**src/gfx_pkg.sv**
```systemverilog
package gfx_pkg;

  // screen and pixel types
  typedef logic [9:0] coord_t;
  typedef logic [23:0] color_t;
  typedef logic [5:0] frame_t;

  typedef struct packed {
    coord_t x;
    coord_t y;
  } point_t;

  // one line to draw, as issued by the register block
  typedef struct packed {
    point_t p0;
    point_t p1;
    color_t color;
    frame_t frame;
  } line_cmd_t;

  typedef struct packed {
    coord_t x;
    coord_t y;
    color_t color;
    frame_t frame;
  } pixel_t;

  // word address of the 8-pixel group that holds the target pixel
  typedef struct packed {
    logic [5:0] zero_hi;
    frame_t frame;
    coord_t y;
    logic [6:0] x_hi;
    logic [1:0] zero_lo;
  } mem_req_t;

  // a set mask bit keeps the byte in memory unchanged
  typedef struct packed {
    logic [127:0] data;
    logic [15:0] mask;
  } wdf_beat_t;

  // register map
  localparam int AXI_ADDR_W = 8;
  localparam logic [AXI_ADDR_W-1:0] REG_COLOR = 8'h00;
  localparam logic [AXI_ADDR_W-1:0] REG_P0 = 8'h04;
  localparam logic [AXI_ADDR_W-1:0] REG_P1 = 8'h08;
  localparam logic [AXI_ADDR_W-1:0] REG_FRAME = 8'h0c;
  localparam logic [AXI_ADDR_W-1:0] REG_CTRL = 8'h10;

  localparam logic [1:0] RESP_OKAY = 2'b00;
  localparam logic [1:0] RESP_SLVERR = 2'b10;

endpackage

```
**src/line_stepper.sv**
```systemverilog
`timescale 1ns/1ns

module line_stepper (
  input  logic                clk,
  input  logic                rst,
  input  gfx_pkg::line_cmd_t  cmd,
  input  logic                cmd_valid,
  output logic                cmd_ready,
  output gfx_pkg::pixel_t     pix,
  output logic                pix_valid,
  input  logic                pix_ready,
  output logic                active
);

  typedef enum logic [1:0] {
    ST_IDLE,
    ST_SETUP,
    ST_RUN
  } state_t;

  state_t state;
  gfx_pkg::line_cmd_t cmd_q;

  // setup terms, u is the major axis and v the minor one
  logic steep;
  gfx_pkg::coord_t a_u;
  gfx_pkg::coord_t a_v;
  gfx_pkg::coord_t b_u;
  gfx_pkg::coord_t b_v;
  gfx_pkg::coord_t u_start;
  gfx_pkg::coord_t v_start;
  gfx_pkg::coord_t u_stop;
  gfx_pkg::coord_t v_stop;

  // walking state
  logic steep_q;
  logic v_down_q;
  gfx_pkg::coord_t u_q;
  gfx_pkg::coord_t v_q;
  gfx_pkg::coord_t u_end_q;
  gfx_pkg::coord_t dmaj_q;
  gfx_pkg::coord_t dmin_q;
  logic signed [11:0] err_q;
  logic signed [11:0] err_dec;
  logic last;

  function automatic gfx_pkg::coord_t abs_diff(input gfx_pkg::coord_t a,
                                               input gfx_pkg::coord_t b);
    return (a > b) ? a - b : b - a;
  endfunction

  always_comb begin
    steep = abs_diff(cmd_q.p1.y, cmd_q.p0.y) > abs_diff(cmd_q.p1.x, cmd_q.p0.x);
    a_u = steep ? cmd_q.p0.y : cmd_q.p0.x;
    a_v = steep ? cmd_q.p0.x : cmd_q.p0.y;
    b_u = steep ? cmd_q.p1.y : cmd_q.p1.x;
    b_v = steep ? cmd_q.p1.x : cmd_q.p1.y;
    // walk with the major coordinate increasing
    if (a_u > b_u) begin
      u_start = b_u;
      v_start = b_v;
      u_stop = a_u;
      v_stop = a_v;
    end else begin
      u_start = a_u;
      v_start = a_v;
      u_stop = b_u;
      v_stop = b_v;
    end
  end

  assign err_dec = err_q - $signed({2'b00, dmin_q});
  assign last = u_q == u_end_q;

  assign cmd_ready = state == ST_IDLE;
  assign pix_valid = state == ST_RUN;
  assign active = state != ST_IDLE;

  // swap back to screen x and y
  assign pix = '{x: steep_q ? v_q : u_q,
                 y: steep_q ? u_q : v_q,
                 color: cmd_q.color,
                 frame: cmd_q.frame};

  always_ff @(posedge clk) begin
    if (rst) begin
      state <= ST_IDLE;
    end else begin
      case (state)
        ST_IDLE:  if (cmd_valid) state <= ST_SETUP;
        ST_SETUP: state <= ST_RUN;
        ST_RUN:   if (pix_ready && last) state <= ST_IDLE;
        default:  state <= ST_IDLE;
      endcase
    end
  end

  always_ff @(posedge clk) begin
    if (state == ST_IDLE && cmd_valid) begin
      cmd_q <= cmd;
    end
    if (state == ST_SETUP) begin
      steep_q <= steep;
      u_q <= u_start;
      v_q <= v_start;
      u_end_q <= u_stop;
      dmaj_q <= u_stop - u_start;
      dmin_q <= abs_diff(v_stop, v_start);
      v_down_q <= v_stop < v_start;
      err_q <= $signed({3'b000, u_stop[9:1] - u_start[9:1] - (u_stop[0] < u_start[0])});
    end else if (state == ST_RUN && pix_ready && !last) begin
      u_q <= u_q + 1'b1;
      if (err_dec < 0) begin
        v_q <= v_down_q ? v_q - 1'b1 : v_q + 1'b1;
        err_q <= err_dec + $signed({2'b00, dmaj_q});
      end else begin
        err_q <= err_dec;
      end
    end
  end

endmodule

```
**config.mk**
```make
export PLATFORM = sky130hd
export DESIGN_NAME = line_stepper
export DESIGN_NICKNAME = d
export VERILOG_FILES = /design/src/gfx_pkg.sv /design/src/line_stepper.sv
export SDC_FILE = /design/constraint.sdc
export NUM_CORES = 1
export LEC_CHECK = 0
export CAP_MARGIN = 10
export CELL_PAD_IN_SITES_DETAIL_PLACEMENT = 1
export CELL_PAD_IN_SITES_GLOBAL_PLACEMENT = 1
export CORE_ASPECT_RATIO = 2
export CORE_UTILIZATION = 40
export CTS_CLUSTER_DIAMETER = 30
export DETAILED_ROUTE_END_ITERATION = 10
export DONT_BUFFER_PORTS = 1
export PLACE_DENSITY_LB_ADDON = 0.25
export SETUP_SLACK_MARGIN = 0.15
export SYNTH_ARGS = -nofsm -noshare
export SYNTH_HDL_FRONTEND = slang
export SYNTH_SLANG_ARGS = --single-unit
```
**constraint.sdc**
```tcl
create_clock -name clk -period 11.3 [get_ports clk]
set_clock_uncertainty 0.1 [all_clocks]
set_input_delay 2.26 -clock clk [delete_from_list [all_inputs] [get_ports clk]]
set_output_delay 2.26 -clock clk [all_outputs]
set_load 0.01 [all_outputs]
```
After elaboration in Yosys (flattened, before gate mapping) --
Index checks and enable logic that the tools add are counted.
Storage, ports and cells: bits in registers 136, bits of input ports 74, output and inout bits 53, logic and storage cells 79
Cells by class: add/sub/neg operators 14, magnitude comparators 8, equal/unequal tests 5, muxes and demuxes 25, reduce and logical (&&, ||, !) cells 11
Operators with widths (number):
- 10-bit two-way mux | 19
- 10-bit subtractor | 7
- 10-bit greater-than comparator | 5
- 10-bit by 1-bit adder with 10-bit output, second input constant | 2
- 9-bit two-way mux | 2
- 12-bit by 11-bit adder with 12-bit output | 1
- 12-bit by 1-bit < comparator with 1-bit output, second input constant | 1
- 12-bit two-way mux | 1
- 12-bit by 11-bit subtractor with 12-bit output | 1
- 10-bit equality test | 1
- 10-bit < comparator | 1
- 10-bit by 1-bit subtractor with 10-bit output, second input constant | 1
- 9-bit by 1-bit subtractor with 9-bit output | 1
- 9-bit subtractor | 1
- 2-bit one-hot mux with 3 select lines | 1
- 2-bit nonzero test | 3
- 1-bit logical AND | 4
- 2-bit two-way mux | 2
- 2-bit AND reduction | 2
- 2-bit by 1-bit equality test with 1-bit output, second input constant | 1
- 2-bit equality test, second input constant | 1
- 2-bit zero test | 1
- 2-bit by 1-bit != test with 1-bit output, second input constant | 1
- 2-bit != test, second input constant | 1
- 2 further kinds | 2

Depth between registers and ports, before layout --
Gate-level depths: netlist of run 1.
depth after elaboration 9, mapped depth 50, mapped depth without buffers 42

Worst setup path after synthesis of run 1 --
No wires, ideal clock.
path type register -> register, start point reg cmd_q[40] (netlist name), end point reg dmin_q[9] (data pin), library setup time 262 ps, data arrival time 9418 ps, data required time 10938 ps, path slack 1520 ps, cell stages (with the launch flop) 45, buffers on the path 7, period minus slack after synthesis 9780 ps, cells stage by stage edfxtp_1 inv_1 ha_1 inv_1 fa_1 a21o_1 a21oi_1 o211a_1 o21ai_1 clkbuf_1 mux2_2 a221oi_1 o21ai_0 xnor2_1 ha_1 and4_1 a2111o_1 nand2_1 (+9 left out) or3_4 a31o_4 a21oi_4 buf_2 buf_2 mux2i_1 inv_1 fa_1 a21oi_1 o2111ai_1 a31o_2 a21oi_1 nor2_1 mux2_2 o221ai_1 a221oi_1 o21ai_1 xor2_1
On the way: longest elaborated chain between the ends 8, elaborated cells between the ends (all ways) 16, classes of those cells 4 x add/sub; 4 x order compare; 8 x mux
RTL lines:
- start: declaration | RTL line line_stepper.sv:22 | gfx_pkg::line_cmd_t cmd_q;
- start signal: assignment | RTL line line_stepper.sv:100 | cmd_q <= cmd;
- 10-bit subtractor or 10-bit greater-than comparator (tied branches) | RTL line line_stepper.sv:49 | return (a > b) ? a - b : b - a;
- 10-bit two-way mux | RTL line line_stepper.sv:49
- 10-bit greater-than comparator | RTL line line_stepper.sv:53 | steep = abs_diff(cmd_q.p1.y, cmd_q.p0.y) > abs_diff(cmd_q.p1.x, cmd_q.p0.x);
- 10-bit two-way mux (on tied branches) | RTL line line_stepper.sv:54, line_stepper.sv:56
- 10-bit greater-than comparator | RTL line line_stepper.sv:59 | if (a_u > b_u) begin
- 10-bit two-way mux | RTL line line_stepper.sv:59
- 10-bit subtractor or 10-bit greater-than comparator (tied branches) | RTL line line_stepper.sv:49
- 10-bit two-way mux * | RTL line line_stepper.sv:49
- end signal: assignment | RTL line line_stepper.sv:108 | dmin_q <= abs_diff(v_stop, v_start);
- end: declaration | RTL line line_stepper.sv:42 | gfx_pkg::coord_t dmin_q;
Mark *: on every way between the ends. The rest lies on a longest branch, timed or not. A chain may end at the register's enable or synchronous reset.

Worst setup path after layout of run 1 --
start point reg cmd_q[30] (netlist name), end point reg dmin_q[9] (data pin)
The elaborated chain is that of the path after synthesis.

==> results of run 1 <==
cell usage after synthesis, types with 6 or more instances:
cell type / number
nor2_1: 90
clkbuf_1: 22
ha_1: 113
and2_1: 8
nand3_1: 23
buf_4: 31
nand4_1: 17
a21o_1: 26
mux2i_1: 53
nor2b_1: 12
nor3_1: 14
o211ai_1: 7
nand2b_1: 9
buf_2: 7
or3_1: 7
o21ai_0: 44
and3_1: 6
mux2_2: 26
o21bai_1: 12
a211oi_1: 15
a21oi_1: 128
o31ai_1: 6
xnor2_1: 46
nand2_1: 74
fa_1: 11
edfxtp_1: 131
inv_1: 112
xor2_1: 33
routing by layer:
layer / global-route usage / vias to the layer above / share of wire
met1: 0.214 / 4218 / 0.32
met3: 0.0290 / 105 / 0.021
met2: 0.486 / 205 / 0.57
li1: - / 4103 / -
met5: 0 / - / 0
met4: 0.200 / 0 / 0.082
worst max path at each step:
stage | endpoint | slack (ps) | cells past startpoint
floorplan | dmin_q[9] | 1520 | 44
detailed placement | dmin_q[9] | 570 | 43
global placement | dmin_q[9] | 780 | 43
global route | dmin_q[9] | 200 | 43
CTS | dmin_q[9] | 550 | 43
finish | dmin_q[9] | 800 | 42
layout by cell type, fill, tap and decap left out, drive strengths merged, types with 5 or more instances in the layout:
cell	synthesis	layout
nor2	91	91
nand2b	9	9
a31oi	5	5
o31ai	7	7
a211oi	15	15
fa	11	11
o21ai	47	47
o211ai	7	7
nand2	74	74
buf	48	21
mux2i	53	53
ha	113	113
o221ai	5	5
nand3	23	23
a21o	26	26
or3	8	8
nor2b	12	12
a21oi	129	129
o21bai	12	12
and2	8	8
edfxtp	131	131
nor3	15	15
xor2	33	33
inv	114	123
xnor2	46	46
clkbuf	23	18
dfxtp	5	5
and3	6	6
nand4	17	17
mux2	26	26
flip-flops by register name (all words and copies together) (netlist names), 10 cells and up:
register	count
cmd_q	40
pix	30
err_q	12
dmaj_q	10
dmin_q	10
u_end_q	10
u_q	10
v_q	10
area by class of cell:
cell class / count / area, um2
Sequential cell: 136 / 4030
Clock buffer: 18 / 429
Tap cell: 352 / 440
Multi-Input combinational cell: 853 / 6380
Timing Repair Buffer: 21 / 183
Fill cell: 3232 / 15500
Clock inverter: 14 / 160
Inverter: 115 / 432
repair_timing:
item	in CTS	in global routing
gates resized for setup	0	4
hold buffers	0	0
endpoints found under the setup margin	0	2
worst reg2reg max path: cells and delay by family (launching register included):
kind                     cells  cell delay, ps
AND/OR/NAND/NOR              5             710
AO/OA/AOI/OAI               21            5050
multiplexers                 3            1120
buffers and inverters        6             880
flip-flops                   1             470
XOR/XNOR                     2             240
adder cells (fa/ha/maj)      5            1680
logic make-up (layout without fill, tap and decap cells):
family,count (synthesis),count (layout)
compound gates,297,297
simple gates,273,273
buf+inv,186,168
flops,136,136
fa+ha+maj,124,124
mux,80,80
xor+xnor,79,79
through the flow:
step,hold slack [ps],cell area (um2),worst slack [ps],std cells
after floorplan,348,11300,1520,1175
final,385,12100,797,1509
after global routing,431,12100,204,1509
after global placement,368,11400,783,1477
after CTS,392,12000,551,1509
after detailed placement,383,11400,571,1477
==> flow_metrics.tcl, run 1 <==
set metrics [dict create \
    end_kind "flip-flop" \
    final_layout_size_suffix_gt1_frac 0.0882 \
    numPortBuffers 0 \
    rsz0062_at_grt "false" \
    synth.cell_area_um2 11300 \
    synthSimpleGateAreaFrac 0.113 \
    ys_async_sr_fraction 0 \
    synth-seq-area-share 0.359 \
    critPathMostFrequentCell "a21oi_1" \
    grt.total_usage 0.246 \
    slew_viol_final 0 \
    required_ps 11390 \
    slowest_stage "mux4_2" \
    die_area_um2 28800 \
    die_w_um 121 \
    placementRows 86 \
    hp-class "flip-flop to flip-flop" \
    grt_max_degree 75 \
    grt_pass1_wl_um 52200 \
    relSlewSlack 0.178 \
    synth_adder_area_share 0.145 \
    viasPerCell 5.72 \
    antenna_cells 0 \
    initial_core_util 0.408 \
    critPathBufInv 6 \
    clock-sinks 136 \
    synth.distinct_cells 76 \
    timing.rr.end "dmin_q[9]" \
    rrSetupSlack_ps 800 \
    synth_top_family_by_area "compound AO/OA/AOI/OAI gates" \
    final_nets 1342 \
    synthTopCellsByArea "edfxtp_1, ha_1, a21oi_1" \
    drc 0 \
    setup_viol 0 \
    io_pins 127 \
    clk_latency_ps 450 \
    rr_worst_depth 42 \
    min_to "err_q[9]" \
    wl_per_cell_um 22.7 \
    detail_route.first_pass.iterations 4 \
    r2r_start "cmd_q[30]" \
    cpPeakStageDelay_ps 610 \
    synthToLayoutAreaGrowth_pct 7.14 \
    gp_congestion 0.962 \
    cts_made_buffers 17 \
    worstHoldStart "err_q[9]" \
    status "finished, final reports clean" \
    cts_tree "yes" \
    crit_type "flip-flop to flip-flop" \
    ys.flop_type "edfxtp_1" \
    hold_depth 2 \
    synth.mux.area_fraction 0.0752 \
    period_minus_slack_ps 10500 \
    root_buffer "clkbuf_16" \
    maxCapViolCount 0 \
    cts.reportedPaths.clkPinSlew_ps 60 \
    yosys.area.top_type "edfxtp_1" \
    synth_nets 1373 \
    place_hpwl_um 28200 \
    avgSynthCellArea_um2 9.58 \
    antenna_found_initial 0 \
    die_h_um 239 \
    vias 8631 \
    cp.arrival_ps 10590 \
    grt_overflow 0 \
    worst_pin_slew_ps 1200 \
    final_util 0.438 \
    drtIter0Drc 368 \
    grt_pass1_vias 9499 \
    synth-xor-area-share 0.0615 \
    core-area_um2 27500 \
    start_kind "flip-flop" \
    synth_edf_count 131 \
    max_freq_ghz 0.0952 \
    ys_warn_count 0 \
    clockBufferDepth 2 \
    synth_compound_area_frac 0.170 \
    cts_setup_buffers 0 \
    ant_nets 0 \
    crit_path_start "cmd_q[30]" \
    yosys.area.top_type_share 0.350 \
    htreeDepth 4 \
    wl_um 34200 \
    tns_ps 0 \
    yosys_register_bits 136 \
    final_hold_viol_count 0 \
    crit_family "compound AO/OA/AOI/OAI gates" \
    post-route-period-util 0.929 \
    path_max_fanout 74 \
    postSynthCellCount 1175 \
]
Power of run 1 is left out: the tool's default activity adds up to more than one toggle a clock period on the data nets, which glitch-free logic cannot reach.
==> run 2: changes to the inputs <==
- CORE_UTILIZATION: 40 -> 51
==> run 2 against run 1 <==
Worst hold slack better by 13 ps; fmax increased by 0.85%; wire length is 1.8% lower; critical path type unchanged; setup slack better by 89 ps; largest cell class unchanged; global-route usage increased by 6.1 points; die area down 21%; critical path depth fell by 2; design area shrank 0.79%.
==> flow_metrics.tcl, run 2 (same netlist as run 1, synthesis figures left out) <==
set metrics [dict create \
    status "finished, final reports clean" \
    die_area_um2 22700 \
    final_hold_viol_count 0 \
    antenna_found_initial 0 \
    clock-sinks 136 \
    nFillCells 2445 \
    gp_congestion 0.922 \
    place_area_um2 11300 \
    relSlewSlack 0.186 \
    slowest_stage "edfxtp_1" \
    grt_overflow 0 \
    end_kind "flip-flop" \
    hp-class "flip-flop to flip-flop" \
    timing.rr.end "dmin_q[9]" \
    io_pins 127 \
    cpPeakStageDelay_ps 450 \
    post-route-period-util 0.922 \
    cts.reportedPaths.clkPinSlew_ps 60 \
    grt_pass1_wl_um 51300 \
    rsz0062_at_grt "false" \
    wl_um 33600 \
    stdcell_area_um2 12000 \
    vias 8778 \
    initial_core_util 0.521 \
    grt.total_usage 0.307 \
    hold_depth 2 \
    worstHoldStart "err_q[9]" \
    rr_worst_depth 40 \
    setup_viol 0 \
    die_w_um 107 \
    r2r_start "cmd_q[47]" \
    path_max_fanout 16 \
    clockBufferDepth 2 \
    final_layout_size_suffix_gt1_frac 0.0866 \
    drtIter0Drc 370 \
    cts_hold_buf 0 \
    htreeDepth 4 \
    slew_viol_final 0 \
    drc 0 \
    critPathMostFrequentCell "ha_1" \
    root_buffer "clkbuf_16" \
    cts_tree "yes" \
    period_minus_slack_ps 10410 \
    cp.arrival_ps 10500 \
    crit_type "flip-flop to flip-flop" \
    antenna_cells 0 \
    cts_made_buffers 17 \
    maxCapViolCount 0 \
    place_hpwl_um 26800 \
    largest_reg_flops 40 \
    start_kind "flip-flop" \
    cts_resized 0 \
    grt_max_degree 75 \
    worst_pin_slew_ps 1190 \
    ant_nets 0 \
    regMostFlops "cmd_q" \
    wl_per_cell_um 23.5 \
    cts_setup_buffers 0 \
    viasPerCell 6.15 \
    placementRows 76 \
    rrSetupSlack_ps 890 \
    grt_pass1_vias 9605 \
    clk_latency_ps 450 \
    numPortBuffers 0 \
    layout_commonest_cell "edfxtp_1" \
    most-common-layout-cells "edfxtp_1, a21oi_1, ha_1" \
    synthToLayoutAreaGrowth_pct 6.29 \
    die_h_um 212 \
    max_freq_ghz 0.0960 \
    tns_ps 0 \
    detail_route.first_pass.iterations 7 \
    final_nets 1340 \
    whs_ps 398 \
    required_ps 11390 \
    min_to "err_q[9]" \
    core-area_um2 21600 \
]
[run 2: cell types whose count changed in the layout (fill, tap and decap cells not counted), sizes merged]
| cell | previous run | this run |
|---|---|---|
| buf | 21 | 19 |
| bufinv | 2 | 3 |
| clkbuf | 18 | 17 |
| clkinv | 2 | 3 |
| inv | 123 | 122 |
[run 2: final cells by class]
type	instances	area, um2	area share
Tap cell	273	342	0.0286
Inverter	115	432	0.0361
Clock inverter	15	190	0.0159
Clock buffer	17	425	0.0356
Multi-Input combinational cell	853	6380	0.534
Timing Repair Buffer	19	155	0.0130
Sequential cell	136	4030	0.337
[run 2: worst max path at each step]
stage               startpoint         to  slack (ps)  cells after the start
global placement     cmd_q[60]  dmin_q[9]         710                     40
global route         cmd_q[47]  dmin_q[9]         220                     40
detailed placement   cmd_q[40]  dmin_q[9]         500                     42
floorplan            cmd_q[40]  dmin_q[9]        1520                     44
finish               cmd_q[47]  dmin_q[9]         890                     40
CTS                  cmd_q[47]  dmin_q[9]         310                     39
[run 2: per-layer routing]
layer | track usage | vias up | wire length [um]
li1 | - | 4111 | -
met1 | 0.271 | 4294 | 10900
met2 | 0.594 | 243 | 19000
met3 | 0.0441 | 130 | 831
met4 | 0.252 | 0 | 2880
met5 | 0 | - | 0
[run 2: metrics by stage]
step / util / worst slack (ps) / instances
after floorplan: - / 1520 / 1175
after global placement: 0.525 / 714 / 1396
after detailed placement: 0.525 / 496 / 1396
after CTS: 0.553 / 307 / 1428
after global routing: 0.554 / 220 / 1428
final: 0.554 / 886 / 1428
[run 2: worst max-delay path: cells and delay by family, from the launching register on]
family	cells	cell delay [ps]
compound gates	15	3560
xor+xnor	2	270
fa+ha+maj	5	1730
buf+inv	4	710
flops	1	450
mux	3	1080
simple gates	11	2220
Power of run 2 is left out for the same reason.
==> run 3: changes to the inputs <==
- ABC_AREA: default -> 1
- CORE_UTILIZATION: 51 -> 49
==> run 3 against run 2 <==
Register-to-register slack better by 1200 ps; die area increased by 4.9%; global-route usage rose by 0.25 points; first-iteration DRC count fell by 13%; sequential share of layout area barely moved; core utilization down 2.8 points; critical path depth is 9 higher; fmax rose by 13%; area after synthesis is 0.90% higher; wire length grew 4.9%; critical path type unchanged; critical endpoint is now err_q[8]; highest routed layer unchanged.
==> flow_metrics.tcl, run 3 <==
set metrics [dict create \
    cpPeakStageDelay_ps 450 \
    cts_tree "yes" \
    synthToLayoutAreaGrowth_pct 5.36 \
    largest_reg_flops 40 \
    rsz0062_at_grt "false" \
    setup_viol 0 \
    die_h_um 217 \
    maxCapViolCount 0 \
    drc 0 \
    slowest_stage "fa_1" \
    ys.flop_type "edfxtp_1" \
    synthTopCellsByArea "edfxtp_1, ha_1, nand2_1" \
    place_hpwl_um 28800 \
    period_minus_slack_ps 9200 \
    relSlewSlack 0.291 \
    cts_setup_buffers 0 \
    postSynthCellCount 1425 \
    tns_ps 0 \
    io_pins 127 \
    regMostFlops "cmd_q" \
    final_hold_viol_count 0 \
    cts_resized 0 \
    clock-sinks 136 \
    htreeDepth 4 \
    start_kind "flip-flop" \
    die_w_um 110 \
    ys_async_sr_fraction 0 \
    wl_per_cell_um 21.0 \
    cp.arrival_ps 9300 \
    viasPerCell 5.61 \
    most-common-layout-cells "nand2_1, inv_1, edfxtp_1" \
    slew_viol_final 0 \
    status "finished, final reports clean" \
    path_max_fanout 76 \
    yosys.area.top_type_share 0.347 \
    drtIter0Drc 322 \
    grt_pass1_vias 10200 \
    cts.reportedPaths.clkPinSlew_ps 60 \
    cts_made_buffers 17 \
    synth-seq-area-share 0.355 \
    die_area_um2 23800 \
    critPathMostFrequentCell "nand2_1" \
    post-route-period-util 0.814 \
    yosys.area.top_type "edfxtp_1" \
    detail_route.first_pass.iterations 5 \
    synth_nets 1623 \
    layout_commonest_cell "nand2_1" \
    grt_pass1_wl_um 53400 \
    root_buffer "clkbuf_16" \
    yosys_register_bits 136 \
    numPortBuffers 0 \
    clockBufferDepth 2 \
    wl_um 35200 \
    grt.total_usage 0.310 \
    end_kind "flip-flop" \
    vias 9440 \
    grt_overflow 0 \
    gp_congestion 0.948 \
    final_layout_size_suffix_gt1_frac 0.0550 \
    placementRows 78 \
    cts_hold_buf 0 \
    crit_type "flip-flop to flip-flop" \
    synthTopCellsByCount "nand2_1, inv_1, edfxtp_1" \
    initial_core_util 0.499 \
    hp-class "flip-flop to flip-flop" \
    max_freq_ghz 0.109 \
    clk_latency_ps 450 \
    ys_warn_count 0 \
    synth.distinct_cells 55 \
    core-area_um2 22700 \
    required_ps 11400 \
    synth_edf_count 131 \
    antenna_found_initial 3 \
    synth.cell_area_um2 11400 \
    grt_max_degree 77 \
    synth_most_common_cell "nand2_1" \
    worst_pin_slew_ps 1060 \
    ant_nets 0 \
    final_nets 1584 \
    avgSynthCellArea_um2 7.97 \
]
run 3: cell count changes in the layout (fill, tap and decap cells not counted), sizes merged, moves of 13 or more:
cell / change
inv: +108
a21oi: -48
mux2i: -49
xor2: +14
mux2: -25
xnor2: -28
buf: -13
a21o: -24
nand3: +50
nor2: -32
o21ai: +100
nand2: +304
run 3: cell families after synthesis:
logic type / share of synthesized area
fa+ha+maj: 0.144
buf+inv: 0.111
mux: 0.00452
xor+xnor: 0.0501
compound gates: 0.134
flops: 0.355
simple gates: 0.201
run 3: worst paths after layout:
path,startpoint,to,slack [ps],cells past startpoint
worst max-delay path,cmd_q[40],err_q[8],2100,49
worst min register to register,err_q[9],err_q[9],420,2
worst min-delay path,err_q[9],err_q[9],420,2
worst max register to register,cmd_q[40],err_q[8],2100,49
run 3: layout make-up:
type,instances,area (um2)
antenna,3,7.51
clock buffer,17,425
clock inverter,15,188
fill,2841,10800
inverter,223,837
multi-input combinational,1002,6070
sequential,136,4030
tap,280,350
timing repair buffer,6,45.0
run 3: metal layers:
layer | part of all wire | track usage | routed length [um] | vias up
li1 | - | - | - | 4591
met1 | 0.31 | 0.254 | 10900 | 4487
met2 | 0.57 | 0.606 | 20300 | 230
met4 | 0.091 | 0.264 | 3210 | 0
met5 | 0 | 0 | 0 | -
met3 | 0.025 | 0.0446 | 892 | 132
run 3: through the flow:
step                hold slack, ps  std cells  instance area [um2]   util  worst slack, ps
floorplan                      352       1425                11400      -             3850
global placement               400       1647                11300  0.499             2450
detailed placement             411       1647                11300  0.499             2230
CTS                            420       1679                12000  0.526             2190
global route                   425       1682                12000  0.526             1380
finish                         421       1682                12000  0.526             2100
run 3: worst max-delay path, delay by kind of cell (launching register included):
family                     cells  cell delay [ps]
and+or+nand+nor               25             3160
adders and majority gates      6             2190
AOI/OAI and AO/OA              9             2090
buffers and inverters          7              660
DFF                            1              420
xor gates and xnor gates       2              310
Power of run 3 is left out for the same reason.
